### config.mk
export PLATFORM = sky130hd
export DESIGN_NAME = isq_top
export DESIGN_NICKNAME = d
export VERILOG_FILES = /design/src/rtl/isq_pkg.sv /design/src/rtl/isq_status_if.sv /design/src/rtl/isq_line.sv /design/src/rtl/isq.sv /design/src/rtl/isq_select.sv /design/src/rtl/isq_top.sv
export SDC_FILE = /design/constraint.sdc
export NUM_CORES = 1
export LEC_CHECK = 0
export BUFFER_PORTS_ARGS = -buffer_cell sky130_fd_sc_hd__buf_2
export CAP_MARGIN = 20
export CORE_UTILIZATION = 41
export DETAILED_ROUTE_END_ITERATION = 10
export GPL_ROUTABILITY_DRIVEN = 0
export PLACE_DENSITY = 0.66
export SYNTH_ARGS = -nofsm -noshare
export SYNTH_HDL_FRONTEND = slang
export SYNTH_SLANG_ARGS = --single-unit
export TNS_END_PERCENT = 30
### constraint.sdc
create_clock -name clk -period 5.6 [get_ports clk]
set_input_delay 0.28 -clock clk [delete_from_list [all_inputs] [get_ports clk]]
set_output_delay 0.28 -clock clk [all_outputs]
set_load 0.01 [all_outputs]
### src/rtl/isq_pkg.sv
package isq_pkg;

   ////////////////////////////////////////////////////////////////////////////
   // queue geometry
   ////////////////////////////////////////////////////////////////////////////

   // number of queue lines
   localparam int ISQ_DEPTH = 8;
   // dispatch ports per cycle
   localparam int INST_PORT = 2;
   // physical register tag width
   localparam int TAG_W     = 5;
   // line index width, log2 of the depth
   localparam int ISQ_ADDR  = 3;

   ////////////////////////////////////////////////////////////////////////////
   // types
   ////////////////////////////////////////////////////////////////////////////

   // line index
   typedef logic [ISQ_ADDR-1:0] isq_idx_t;

   // physical register tag
   typedef logic [TAG_W-1:0] isq_tag_t;

   // renamed instruction word, 40 bits
   // an unused source never waits
   typedef struct packed {
      logic [6:0]  opcode;
      isq_tag_t    dst;
      isq_tag_t    src1;
      logic        src1_used;
      isq_tag_t    src2;
      logic        src2_used;
      logic [15:0] imm;
   } isq_inst_t;

endpackage

### src/rtl/isq_status_if.sv
`timescale 1ns/1ps

interface isq_status_if import isq_pkg::*; ();

   // per line ready, valid with no pending source
   logic [ISQ_DEPTH-1:0] rdy;
   // contents of every line
   isq_inst_t            lin_inst [ISQ_DEPTH];
   // grant from the selector
   logic                 gnt_valid;
   // granted line, freed at the next edge
   isq_idx_t             gnt_idx;

   // queue array side
   modport queue_mp (
      output rdy,
      output lin_inst,
      input  gnt_valid,
      input  gnt_idx
   );

   // selector side
   modport select_mp (
      input  rdy,
      input  lin_inst,
      output gnt_valid,
      output gnt_idx
   );

endinterface

### src/rtl/isq_line.sv
`timescale 1ns/1ps

module isq_line import isq_pkg::*;
(
   input  logic      clk,
   input  logic      rst_n,
   // dispatch write into this line
   input  logic      wr_en_i,
   input  isq_inst_t wr_inst_i,
   // release by grant or by flush
   input  logic      free_i,
   input  logic      flush_i,
   // writeback broadcast
   input  logic      wb_valid_i,
   input  isq_tag_t  wb_tag_i,
   output logic      valid_o,
   output logic      ready_o,
   output isq_inst_t inst_o
);

   logic      valid_q;
   logic      wait1_q;
   logic      wait2_q;
   isq_inst_t inst_q;
   logic      wb_hit1;
   logic      wb_hit2;
   logic      wr_wait1;
   logic      wr_wait2;

   // wakeup compare against the stored sources
   assign wb_hit1 = wb_valid_i && (wb_tag_i == inst_q.src1);
   assign wb_hit2 = wb_valid_i && (wb_tag_i == inst_q.src2);

   // incoming sources, a same-cycle writeback counts as ready
   assign wr_wait1 = wr_inst_i.src1_used && !(wb_valid_i && (wb_tag_i == wr_inst_i.src1));
   assign wr_wait2 = wr_inst_i.src2_used && !(wb_valid_i && (wb_tag_i == wr_inst_i.src2));

   ////////////////////////////////////////////////////////////////////////////
   // valid and wait bits
   ////////////////////////////////////////////////////////////////////////////
   always_ff @(posedge clk or negedge rst_n)
   begin
      if (!rst_n)
      begin
         valid_q <= 1'b0;
         wait1_q <= 1'b0;
         wait2_q <= 1'b0;
      end
      else if (flush_i)
         valid_q <= 1'b0;
      else if (wr_en_i)
      begin
         // write wins over a release in the same cycle
         valid_q <= 1'b1;
         wait1_q <= wr_wait1;
         wait2_q <= wr_wait2;
      end
      else
      begin
         if (free_i)
            valid_q <= 1'b0;
         if (wb_hit1)
            wait1_q <= 1'b0;
         if (wb_hit2)
            wait2_q <= 1'b0;
      end
   end

   // instruction word
   always_ff @(posedge clk)
   begin
      if (wr_en_i)
         inst_q <= wr_inst_i;
   end

   assign valid_o = valid_q;
   assign ready_o = valid_q && !wait1_q && !wait2_q;
   assign inst_o  = inst_q;

   // an occupied line is only rewritten in the cycle it is released
   a_no_overwrite : assert property (@(posedge clk) disable iff (!rst_n)
      wr_en_i |-> (!valid_q || free_i));

endmodule

### src/rtl/isq.sv
`timescale 1ns/1ps

module isq import isq_pkg::*;
(
   input  logic               clk,
   input  logic               rst_n,
   // dispatch, one strobe per port
   input  logic [INST_PORT-1:0] disp_valid_i,
   input  isq_inst_t          disp_inst_i [INST_PORT],
   input  logic               flush_i,
   // writeback broadcast
   input  logic               wb_valid_i,
   input  isq_tag_t           wb_tag_i,
   output logic               isq_full_o,
   isq_status_if.queue_mp     st
);

   logic [ISQ_DEPTH-1:0] line_valid;
   logic [ISQ_DEPTH-1:0] line_ready;
   logic [ISQ_DEPTH-1:0] line_rel;
   logic [ISQ_DEPTH-1:0] line_free;
   logic [ISQ_DEPTH-1:0] line_wr;
   isq_inst_t            line_wr_inst [ISQ_DEPTH];
   isq_inst_t            line_inst [ISQ_DEPTH];
   logic                 disp_ok;
   logic [ISQ_ADDR:0]    free_cnt;
   logic                 full_q;

   // strobes while full or flushing are dropped
   assign disp_ok = !full_q && !flush_i;

   // granted line counts as free this cycle
   always_comb
   begin
      for (int l = 0; l < ISQ_DEPTH; l++)
      begin
         line_rel[l] = st.gnt_valid && (st.gnt_idx == isq_idx_t'(l));
      end
   end

   assign line_free = ~line_valid | line_rel;

   ////////////////////////////////////////////////////////////////////////////
   // dispatch steering
   ////////////////////////////////////////////////////////////////////////////
   // each strobed port takes the next lowest free line, port 0 first
   always_comb
   begin
      logic placed;
      line_wr = '0;
      for (int l = 0; l < ISQ_DEPTH; l++)
      begin
         line_wr_inst[l] = disp_inst_i[0];
      end
      for (int p = 0; p < INST_PORT; p++)
      begin
         placed = 1'b0;
         for (int l = 0; l < ISQ_DEPTH; l++)
         begin
            if (disp_ok && disp_valid_i[p] && !placed && line_free[l] && !line_wr[l])
            begin
               line_wr[l]      = 1'b1;
               line_wr_inst[l] = disp_inst_i[p];
               placed          = 1'b1;
            end
         end
      end
   end

   // line array
   for (genvar l = 0; l < ISQ_DEPTH; l++)
   begin : g_line
      isq_line i_line (
         .clk        (clk),
         .rst_n      (rst_n),
         .wr_en_i    (line_wr[l]),
         .wr_inst_i  (line_wr_inst[l]),
         .free_i     (line_rel[l]),
         .flush_i    (flush_i),
         .wb_valid_i (wb_valid_i),
         .wb_tag_i   (wb_tag_i),
         .valid_o    (line_valid[l]),
         .ready_o    (line_ready[l]),
         .inst_o     (line_inst[l])
      );
   end

   assign st.rdy      = line_ready;
   assign st.lin_inst = line_inst;

   ////////////////////////////////////////////////////////////////////////////
   // full flag
   ////////////////////////////////////////////////////////////////////////////
   // lines left free after this edge
   always_comb
   begin
      free_cnt = '0;
      for (int l = 0; l < ISQ_DEPTH; l++)
      begin
         free_cnt = free_cnt + {{ISQ_ADDR{1'b0}}, line_free[l] & ~line_wr[l]};
      end
   end

   always_ff @(posedge clk or negedge rst_n)
   begin
      if (!rst_n)
         full_q <= 1'b0;
      else if (flush_i)
         full_q <= 1'b0;
      else
         full_q <= (free_cnt < INST_PORT);
   end

   assign isq_full_o = full_q;

   // selector only grants occupied ready lines
   a_gnt_ready : assert property (@(posedge clk) disable iff (!rst_n)
      st.gnt_valid |-> (line_valid[st.gnt_idx] && line_ready[st.gnt_idx]));

endmodule

### src/rtl/isq_select.sv
`timescale 1ns/1ps

module isq_select import isq_pkg::*;
(
   input  logic           clk,
   input  logic           rst_n,
   input  logic           flush_i,
   // issue pulse
   output logic           iss_valid_o,
   output isq_idx_t       iss_idx_o,
   output isq_inst_t      iss_inst_o,
   isq_status_if.select_mp st
);

   logic      gnt_valid;
   isq_idx_t  gnt_idx;
   logic      iss_valid_q;
   isq_idx_t  iss_idx_q;
   isq_inst_t iss_inst_q;

   ////////////////////////////////////////////////////////////////////////////
   // priority pick
   ////////////////////////////////////////////////////////////////////////////
   // scan from the top so the lowest ready index is left
   always_comb
   begin
      gnt_idx = '0;
      for (int i = ISQ_DEPTH - 1; i >= 0; i--)
      begin
         if (st.rdy[i])
            gnt_idx = isq_idx_t'(i);
      end
   end

   // no grant while flushing
   assign gnt_valid    = (|st.rdy) && !flush_i;
   assign st.gnt_valid = gnt_valid;
   assign st.gnt_idx   = gnt_idx;

   // issue register, one cycle pulse
   always_ff @(posedge clk or negedge rst_n)
   begin
      if (!rst_n)
         iss_valid_q <= 1'b0;
      else
         iss_valid_q <= gnt_valid;
   end

   // payload follows the grant
   always_ff @(posedge clk)
   begin
      iss_idx_q  <= gnt_idx;
      iss_inst_q <= st.lin_inst[gnt_idx];
   end

   assign iss_valid_o = iss_valid_q;
   assign iss_idx_o   = iss_idx_q;
   assign iss_inst_o  = iss_inst_q;

   // freed line issues again next cycle only after a refill with a new word
   a_no_repeat : assert property (@(posedge clk) disable iff (!rst_n)
      iss_valid_q |=> !(iss_valid_q && (iss_idx_q == $past(iss_idx_q)) &&
                        (iss_inst_q == $past(iss_inst_q))));

endmodule

### src/rtl/isq_top.sv
`timescale 1ns/1ps

module isq_top import isq_pkg::*;
(
   input  logic                 clk,
   input  logic                 rst_n,
   // dispatch
   input  logic [INST_PORT-1:0] disp_valid_i,
   input  isq_inst_t            disp_inst_i [INST_PORT],
   output logic                 isq_full_o,
   // writeback broadcast
   input  logic                 wb_valid_i,
   input  isq_tag_t             wb_tag_i,
   // flush of the whole queue
   input  logic                 flush_i,
   // issue
   output logic                 iss_valid_o,
   output isq_idx_t             iss_idx_o,
   output isq_inst_t            iss_inst_o
);

   // line status and grant between queue and selector
   isq_status_if st ();

   ////////////////////////////////////////////////////////////////////////////
   // queue array
   ////////////////////////////////////////////////////////////////////////////
   isq i_isq (
      .clk          (clk),
      .rst_n        (rst_n),
      .disp_valid_i (disp_valid_i),
      .disp_inst_i  (disp_inst_i),
      .flush_i      (flush_i),
      .wb_valid_i   (wb_valid_i),
      .wb_tag_i     (wb_tag_i),
      .isq_full_o   (isq_full_o),
      .st           (st.queue_mp)
   );

   // selector and issue register
   isq_select i_select (
      .clk         (clk),
      .rst_n       (rst_n),
      .flush_i     (flush_i),
      .iss_valid_o (iss_valid_o),
      .iss_idx_o   (iss_idx_o),
      .iss_inst_o  (iss_inst_o),
      .st          (st.select_mp)
   );

endmodule

==> results of run 1 <==
-- cells in the mapped netlist, types with 4 or more instances --
| cell type | n | area [um2] |
|---|---|---|
| nand2_1 | 506 | 1900 |
| edfxtp_1 | 320 | 9610 |
| mux2_2 | 273 | 3070 |
| nand3_1 | 253 | 1270 |
| clkbuf_1 | 96 | 360 |
| xnor2_1 | 83 | 727 |
| dfxtp_1 | 43 | 861 |
| nor2_1 | 43 | 161 |
| o21ai_0 | 41 | 205 |
| xor2_1 | 31 | 272 |
| inv_1 | 27 | 101 |
| dfrtp_1 | 26 | 651 |
| buf_1 | 22 | 82.6 |
| nand4_1 | 21 | 131 |
| buf_2 | 20 | 100 |
| a21oi_1 | 18 | 90.1 |
| and2_1 | 10 | 62.6 |
| nor2b_1 | 9 | 56.3 |
| nor3_1 | 9 | 45.0 |
| or2_2 | 9 | 56.3 |
| o31a_1 | 8 | 70.1 |
| mux2i_1 | 7 | 70.1 |
| a2111oi_0 | 6 | 52.6 |
| a221oi_1 | 6 | 52.6 |
| o211ai_1 | 6 | 45.0 |
| o311ai_0 | 6 | 52.6 |
| a21o_1 | 5 | 37.5 |
| a31oi_1 | 5 | 31.3 |
| nand2b_1 | 5 | 31.3 |
| nor4_1 | 5 | 31.3 |
| o21a_1 | 5 | 37.5 |
| o221ai_1 | 5 | 43.8 |
| o22ai_1 | 5 | 31.3 |
| a31o_2 | 4 | 35.0 |
| and3_1 | 4 | 25.0 |
| ha_1 | 4 | 50.1 |
| nor3b_1 | 4 | 30.0 |
| o31ai_1 | 4 | 30.0 |
| or3_1 | 4 | 25.0 |
| or3b_1 | 4 | 35.0 |
-- critical path, delay by kind of cell, from the launching register on --
kind | cells | cell delay [ns]
flip-flops | 1 | 0.46
AND/OR/NAND/NOR | 8 | 1.86
AO/OA/AOI/OAI | 5 | 1.27
adder cells (fa/ha/maj) | 3 | 1.15
-- worst max-delay path by stage --
stage	from	endpoint	slack, ns	cells after the start
floorplan	i_isq.g_line[2].i_line.wait1_q	i_isq.isq_full_o	0.53	17
global placement	i_isq.g_line[0].i_line.valid_o	i_isq.isq_full_o	0.88	17
detailed placement	i_isq.g_line[0].i_line.valid_o	i_isq.isq_full_o	0.85	17
CTS	i_isq.g_line[1].i_line.wait1_q	i_isq.isq_full_o	0.82	16
global route	i_isq.g_line[1].i_line.wait1_q	i_isq.isq_full_o	0.51	16
finish	i_isq.g_line[0].i_line.wait2_q	i_isq.isq_full_o	0.81	16
-- logic make-up (layout without fill, tap and decap cells) --
logic type	count (synthesis)	in the layout	synth area share (%)
buffers and inverters	170	284	3.14
xor gates and xnor gates	114	114	4.70
and+or+nand+nor	900	900	18.8
other	0	3	0
AOI/OAI and AO/OA	164	164	5.63
muxes	280	280	14.8
adders and majority gates	7	7	0.519
DFF	389	389	52.4
-- metrics by stage --
stage	std cells	utilization, %
after floorplan	2024	-
after global placement	2735	44.2
after detailed placement	2735	44.2
after CTS	2818	47.1
after global routing	2819	47.1
final	2821	47.1
-- placed cells by master, fill, tap and decap left out, types with 9 or more instances in the layout --
| cell | n |
|---|---|
| a21oi_1 | 15 |
| or2_2 | 9 |
| dfrtp_1 | 26 |
| buf_4 | 33 |
| buf_2 | 135 |
| mux2_2 | 273 |
| clkbuf_1 | 15 |
| xnor2_1 | 83 |
| dfxtp_1 | 43 |
| clkbuf_16 | 45 |
| o21ai_0 | 41 |
| clkinv_2 | 10 |
| nand4_1 | 21 |
| xor2_1 | 31 |
| nor2_1 | 42 |
| inv_1 | 23 |
| and2_1 | 10 |
| nor2b_1 | 9 |
| edfxtp_1 | 320 |
| nand3_1 | 252 |
| nand2_1 | 504 |
-- what timing repair did --
action                                 4_1_cts  5_1_grt
resized for setup                            0        0
setup endpoints to repair                    0        0
endpoints found under the hold margin       26        0
hold buffers                                 1        0
-- power by group --
group | leakage, uW | internal (uW) | switching [uW] | total, uW
logic | 0.00473 | 374 | 614 | 988
clock network | 0.000714 | 1710 | 1240 | 2950
registers | 0.00362 | 3290 | 67.4 | 3360
-- flip-flops by register name, summed over array words and instances (netlist names) --
| signal | flops |
|---|---|
| i_isq.g_line.i_line.inst_o | 320 |
| i_isq.g_line.i_line.valid_o | 8 |
| i_isq.g_line.i_line.wait1_q | 8 |
| i_isq.g_line.i_line.wait2_q | 8 |
| i_isq.isq_full_o | 1 |
| i_select.iss_idx_o | 3 |
| i_select.iss_inst_o | 40 |
| i_select.iss_valid_o | 1 |
-- per-layer routing --
metal	share of wire [%]	track usage (%)	routed length [um]	vias to the layer above
met2	47	41.1	31200	844
met5	0.059	0	39	-
met3	8.4	4.39	5540	182
li1	-	-	-	7425
met1	40	31.6	26600	8055
met4	4.0	11.5	2660	6
-- area by class of cell --
class	instances	area [um2]
timing repair buffer	171	973
clock inverter	20	235
multi-input combinational	1465	9580
fill	4653	27100
antenna	3	7.51
sequential	389	11100
clock buffer	62	1210
tap	680	851
inverter	31	116
==> flow_summary.json, run 1 <==
{
  "slew_headroom_pct": 21.8,
  "crit_path_end_kind": "flop",
  "globalRouteOverflowTotal": 0,
  "finalCritPeriodShare_pct": 85.6,
  "cp_max_fo": 9,
  "placed_area_um2": 22600,
  "worst_clock_skew_ns": 0.0236,
  "nets": 2201,
  "whs_ns": 0.0509,
  "slowest_delay_ns": 0.82,
  "wirelength_mm": 66.0,
  "fin_total_pwr_uw": 7300,
  "slew_violations": 0,
  "grt_setup_unrepaired": "false",
  "async_flop_share_pct": 6.68,
  "hold_viol": 0,
  "grt_max_degree": 79,
  "synthToLayoutAreaGrowth_pct": 13.5,
  "hp-class": "input port to flop",
  "cts_buffers": 45,
  "drv_cap": 0,
  "place_ws_ns": 0.845,
  "finalSetupTns_ns": 0,
  "required_ns": 6.12,
  "clock-sinks": 389,
  "syn_area_um2": 21200,
  "htree_num_levels": 2,
  "fp-row-count": 83,
  "holdCritStartpoint": "disp_inst_i[42]",
  "antenna_found_initial": 5,
  "drtAntennaViolNets": 0,
  "synth_fp_nets": 2122,
  "synth_edf_count": 320,
  "vias_per_cell": 5.85,
  "cts_tree": "built",
  "cp.arrival_ns": 5.32,
  "io_buffers": 135,
  "vias": 16500,
  "ios": 136,
  "reg2reg_depth": 16,
  "irDropWorstVdd_mv": 0.188,
  "grtUsageTotal_pct": 24.8,
  "clk_path_buf_depth": 3,
  "final.setup.worst_slack_ns": 0.806,
  "crit_type": "flop to flop",
  "r2r_slack_ns": 0.81,
  "timing.rr.end": "i_isq.isq_full_o",
  "power_density_nw_per_um2": 303,
  "drt_iter0_markers": 1834,
  "drive_gt1_share_pct": 25.9,
  "crit_path_top_delay_cell": "o21ai_0",
  "die_h_um": 230,
  "cts_setup_buffers": 0,
  "setup_viol": 0,
  "root_buffer": "clkbuf_16",
  "ys_warn_count": 0,
  "start_util_pct": 41.5,
  "min_to": "i_isq.g_line[7].i_line.inst_o[2]",
  "drc": 0,
  "cp_cell_sequence": "nor3b_4 > or3_1 > or2_1 > nand4_1 > o21ai_0 > nand2b_1 > a21oi_4 > nor2_1 > fa_1 > ha_1 > a31oi_1 > fa_1 > nor2_1 > o211ai_1 > o21ai_0 > and3_1",
  "fp.coreArea_um2": 51200,
  "final_area_um2": 24100,
  "status": "finished, final reports clean",
  "first_global_vias": 16600,
  "firstDrtPassIters": 6,
  "max_freq_ghz": 0.209,
  "dieArea_um2": 52700,
  "ys_seq_elements": 389,
  "r2r-start": "i_isq.g_line[0].i_line.wait2_q",
  "whs_path_depth": 3,
  "syn_avg_cell_area_um2": 10.5,
  "insertion_delay_ns": 0.59,
  "cts.clk_slew.worst_paths_ns": 0.06,
  "netlist_instances": 2024,
  "ys_types": 80,
  "dp_hpwl_mm": 39.1,
  "synthFlopType": "edfxtp_1",
  "ys_seq_area_share_pct": 52.4,
  "finalCriticalPeriod_ns": 4.79,
  "wl_per_cell_um": 23.4,
  "start_kind": "flop",
  "worst_slew_pin_slew_ns": 1.17,
  "leakagePower_uw": 0.00907,
  "die_w_um": 230,
  "grt_pass1_wl_mm": 99.8
}
Power figures use the tool's default switching activity.
==> run 2: changes to the inputs <==
--- a/config.mk
+++ b/config.mk
@@ -10,6 +10,7 @@
 export CORE_UTILIZATION = 41
 export DETAILED_ROUTE_END_ITERATION = 10
 export GPL_ROUTABILITY_DRIVEN = 0
+export HOLD_SLACK_MARGIN = 0.12
 export PLACE_DENSITY = 0.66
 export SYNTH_ARGS = -nofsm -noshare
 export SYNTH_HDL_FRONTEND = slang
==> run 2 against run 1 <==
  * Clock skew barely moved
  * Sequential share of layout area shrank 1.6 points
  * Setup slack worse by 0.0092 ns
  * Register-to-register slack barely moved
  * Sequential power hardly changed
  * Total power rose by 0.75%
  * Design area up 3.6%
  * Combinational power grew 5%
  * Final cell count grew 3.0%
  * Die area is the same
  * Critical path depth unchanged
  * Global-route usage grew 0.40 points
  * Critical path type unchanged
==> flow_summary.json, run 2 (synthesized netlist as in run 1, its figures left out) <==
{
  "status": "finished, final reports clean",
  "globalRouteOverflowTotal": 0,
  "drv_cap": 0,
  "r2r-start": "i_isq.g_line[0].i_line.wait2_q",
  "wirelength_mm": 66.9,
  "firstDrtPassIters": 6,
  "wl_per_cell_um": 23.0,
  "max_freq_ghz": 0.208,
  "root_buffer": "clkbuf_16",
  "crit_buf_inv": 0,
  "die_h_um": 230,
  "fp.coreArea_um2": 51200,
  "drc": 0,
  "grt_max_degree": 79,
  "worst_slew_pin_slew_ns": 1.17,
  "worst_clock_skew_ns": 0.0240,
  "slew_headroom_pct": 21.7,
  "reg2reg_depth": 16,
  "crit_type": "flop to flop",
  "grt_pass1_wl_mm": 102,
  "crit_path_end_kind": "flop",
  "clock-sinks": 389,
  "slowest_delay_ns": 0.83,
  "drt_iter0_markers": 1714,
  "finalCritPeriodShare_pct": 85.8,
  "final_common_cell": "nand2_1",
  "grt_setup_unrepaired": "false",
  "antenna_found_initial": 3,
  "finalCriticalPeriod_ns": 4.80,
  "drive_gt1_share_pct": 24.9,
  "cts_setup_buffers": 0,
  "start_kind": "flop",
  "final_cell_mix": "nand2_1 (504), edfxtp_1 (320), mux2_2 (273), nand3_1 (252), buf_2 (135)",
  "setup_viol": 0,
  "power_density_nw_per_um2": 294,
  "r2r_slack_ns": 0.80,
  "min_to": "i_isq.g_line[4].i_line.inst_o[36]",
  "vias": 16900,
  "clk_path_buf_depth": 3,
  "dp_hpwl_mm": 39.1,
  "cts_buffers": 45,
  "cts_resized": 0,
  "fp-row-count": 83,
  "cts_tree": "built",
  "crit_path_top_delay_cell": "o21ai_0",
  "grtUsageTotal_pct": 25.2,
  "die_w_um": 230,
  "cp_cell_sequence": "nor3b_4 > or3_1 > or2_1 > nand4_1 > o21ai_0 > nand2b_1 > a21oi_4 > nor2_1 > fa_1 > ha_1 > a31oi_1 > fa_1 > nor2_1 > o211ai_1 > o21ai_0 > and3_1",
  "drtAntennaViolNets": 0,
  "fin_total_pwr_uw": 7350,
  "cp_max_fo": 9,
  "start_util_pct": 41.5,
  "cts.clk_slew.worst_paths_ns": 0.06,
  "irDropWorstVdd_mv": 0.191,
  "timing.rr.end": "i_isq.isq_full_o",
  "slew_violations": 0,
  "leakagePower_uw": 0.00943,
  "cp.arrival_ns": 5.32,
  "synthToLayoutAreaGrowth_pct": 17.6,
  "required_ns": 6.12,
  "dieArea_um2": 52700,
  "io_buffers": 135,
  "finalSetupTns_ns": 0,
  "vias_per_cell": 5.80,
  "first_global_vias": 17000,
  "ios": 136,
  "insertion_delay_ns": 0.58,
  "nets": 2289,
  "hp-class": "input port to flop",
  "largest_reg_flops": 320,
  "hold_viol": 0,
  "holdCritStartpoint": "disp_inst_i[36]",
  "htree_num_levels": 2,
  "crit_family": "simple AND/OR/NAND/NOR gates",
  "whs_path_depth": 2
}
[run 2: changes by cell type in the layout (fill, tap and decap cells not counted), sizes merged]
cell | before | now
diode | 3 | 1
dlygate4sd3 | 1 | 89
[run 2: where the power goes]
part           switching, uW  total (uW)  internal [uW]  leakage [uW]
clock                   1240        2950           1710      0.000714
sequential              67.2        3360           3290       0.00362
combinational            625        1040            415       0.00510
total                   1930        7350           5420       0.00943
[run 2: worst max-delay path by stage]
stage / cells past startpoint / startpoint / to
detailed placement: 17 / i_isq.g_line[0].i_line.valid_o / i_isq.isq_full_o
global route: 16 / i_isq.g_line[1].i_line.wait1_q / i_isq.isq_full_o
global placement: 17 / i_isq.g_line[0].i_line.valid_o / i_isq.isq_full_o
finish: 16 / i_isq.g_line[0].i_line.wait2_q / i_isq.isq_full_o
floorplan: 17 / i_isq.g_line[2].i_line.wait1_q / i_isq.isq_full_o
CTS: 16 / i_isq.g_line[1].i_line.wait1_q / i_isq.isq_full_o
[run 2: area by class of cell]
cell class	count	area, um2
Sequential cell	389	11100
Tap cell	680	851
Fill cell	4579	26200
Multi-Input combinational cell	1465	9580
Clock buffer	62	1210
Inverter	31	116
Timing Repair Buffer	259	1850
Antenna cell	1	2.50
Clock inverter	20	235
[run 2: through the flow]
stage	utilization [%]	std cells	cell area, um2	hold slack (ns)	setup WS, ns
global placement	44.2	2735	22600	0.368	0.878
CTS	48.8	2906	25000	0.121	0.822
global route	48.8	2907	25000	0.135	0.508
finish	48.8	2907	25000	0.131	0.796
detailed placement	44.2	2735	22600	0.370	0.845
floorplan	-	2024	21200	-0.0156	0.533
[run 2: per-layer routing]
| layer | routed length (um) | part of all wire [%] | global-route usage [%] |
|---|---|---|---|
| met3 | 5470 | 8.2 | 4.26 |
| met5 | 24 | 0.036 | 0 |
| met2 | 31800 | 47 | 41.8 |
| met4 | 2770 | 4.1 | 11.8 |
| met1 | 26900 | 40 | 32.1 |
[run 2: repair_timing]
item	4_1_cts	5_1_grt
endpoints found under the setup margin	0	0
hold endpoints to repair	248	0
hold buffers	89	0
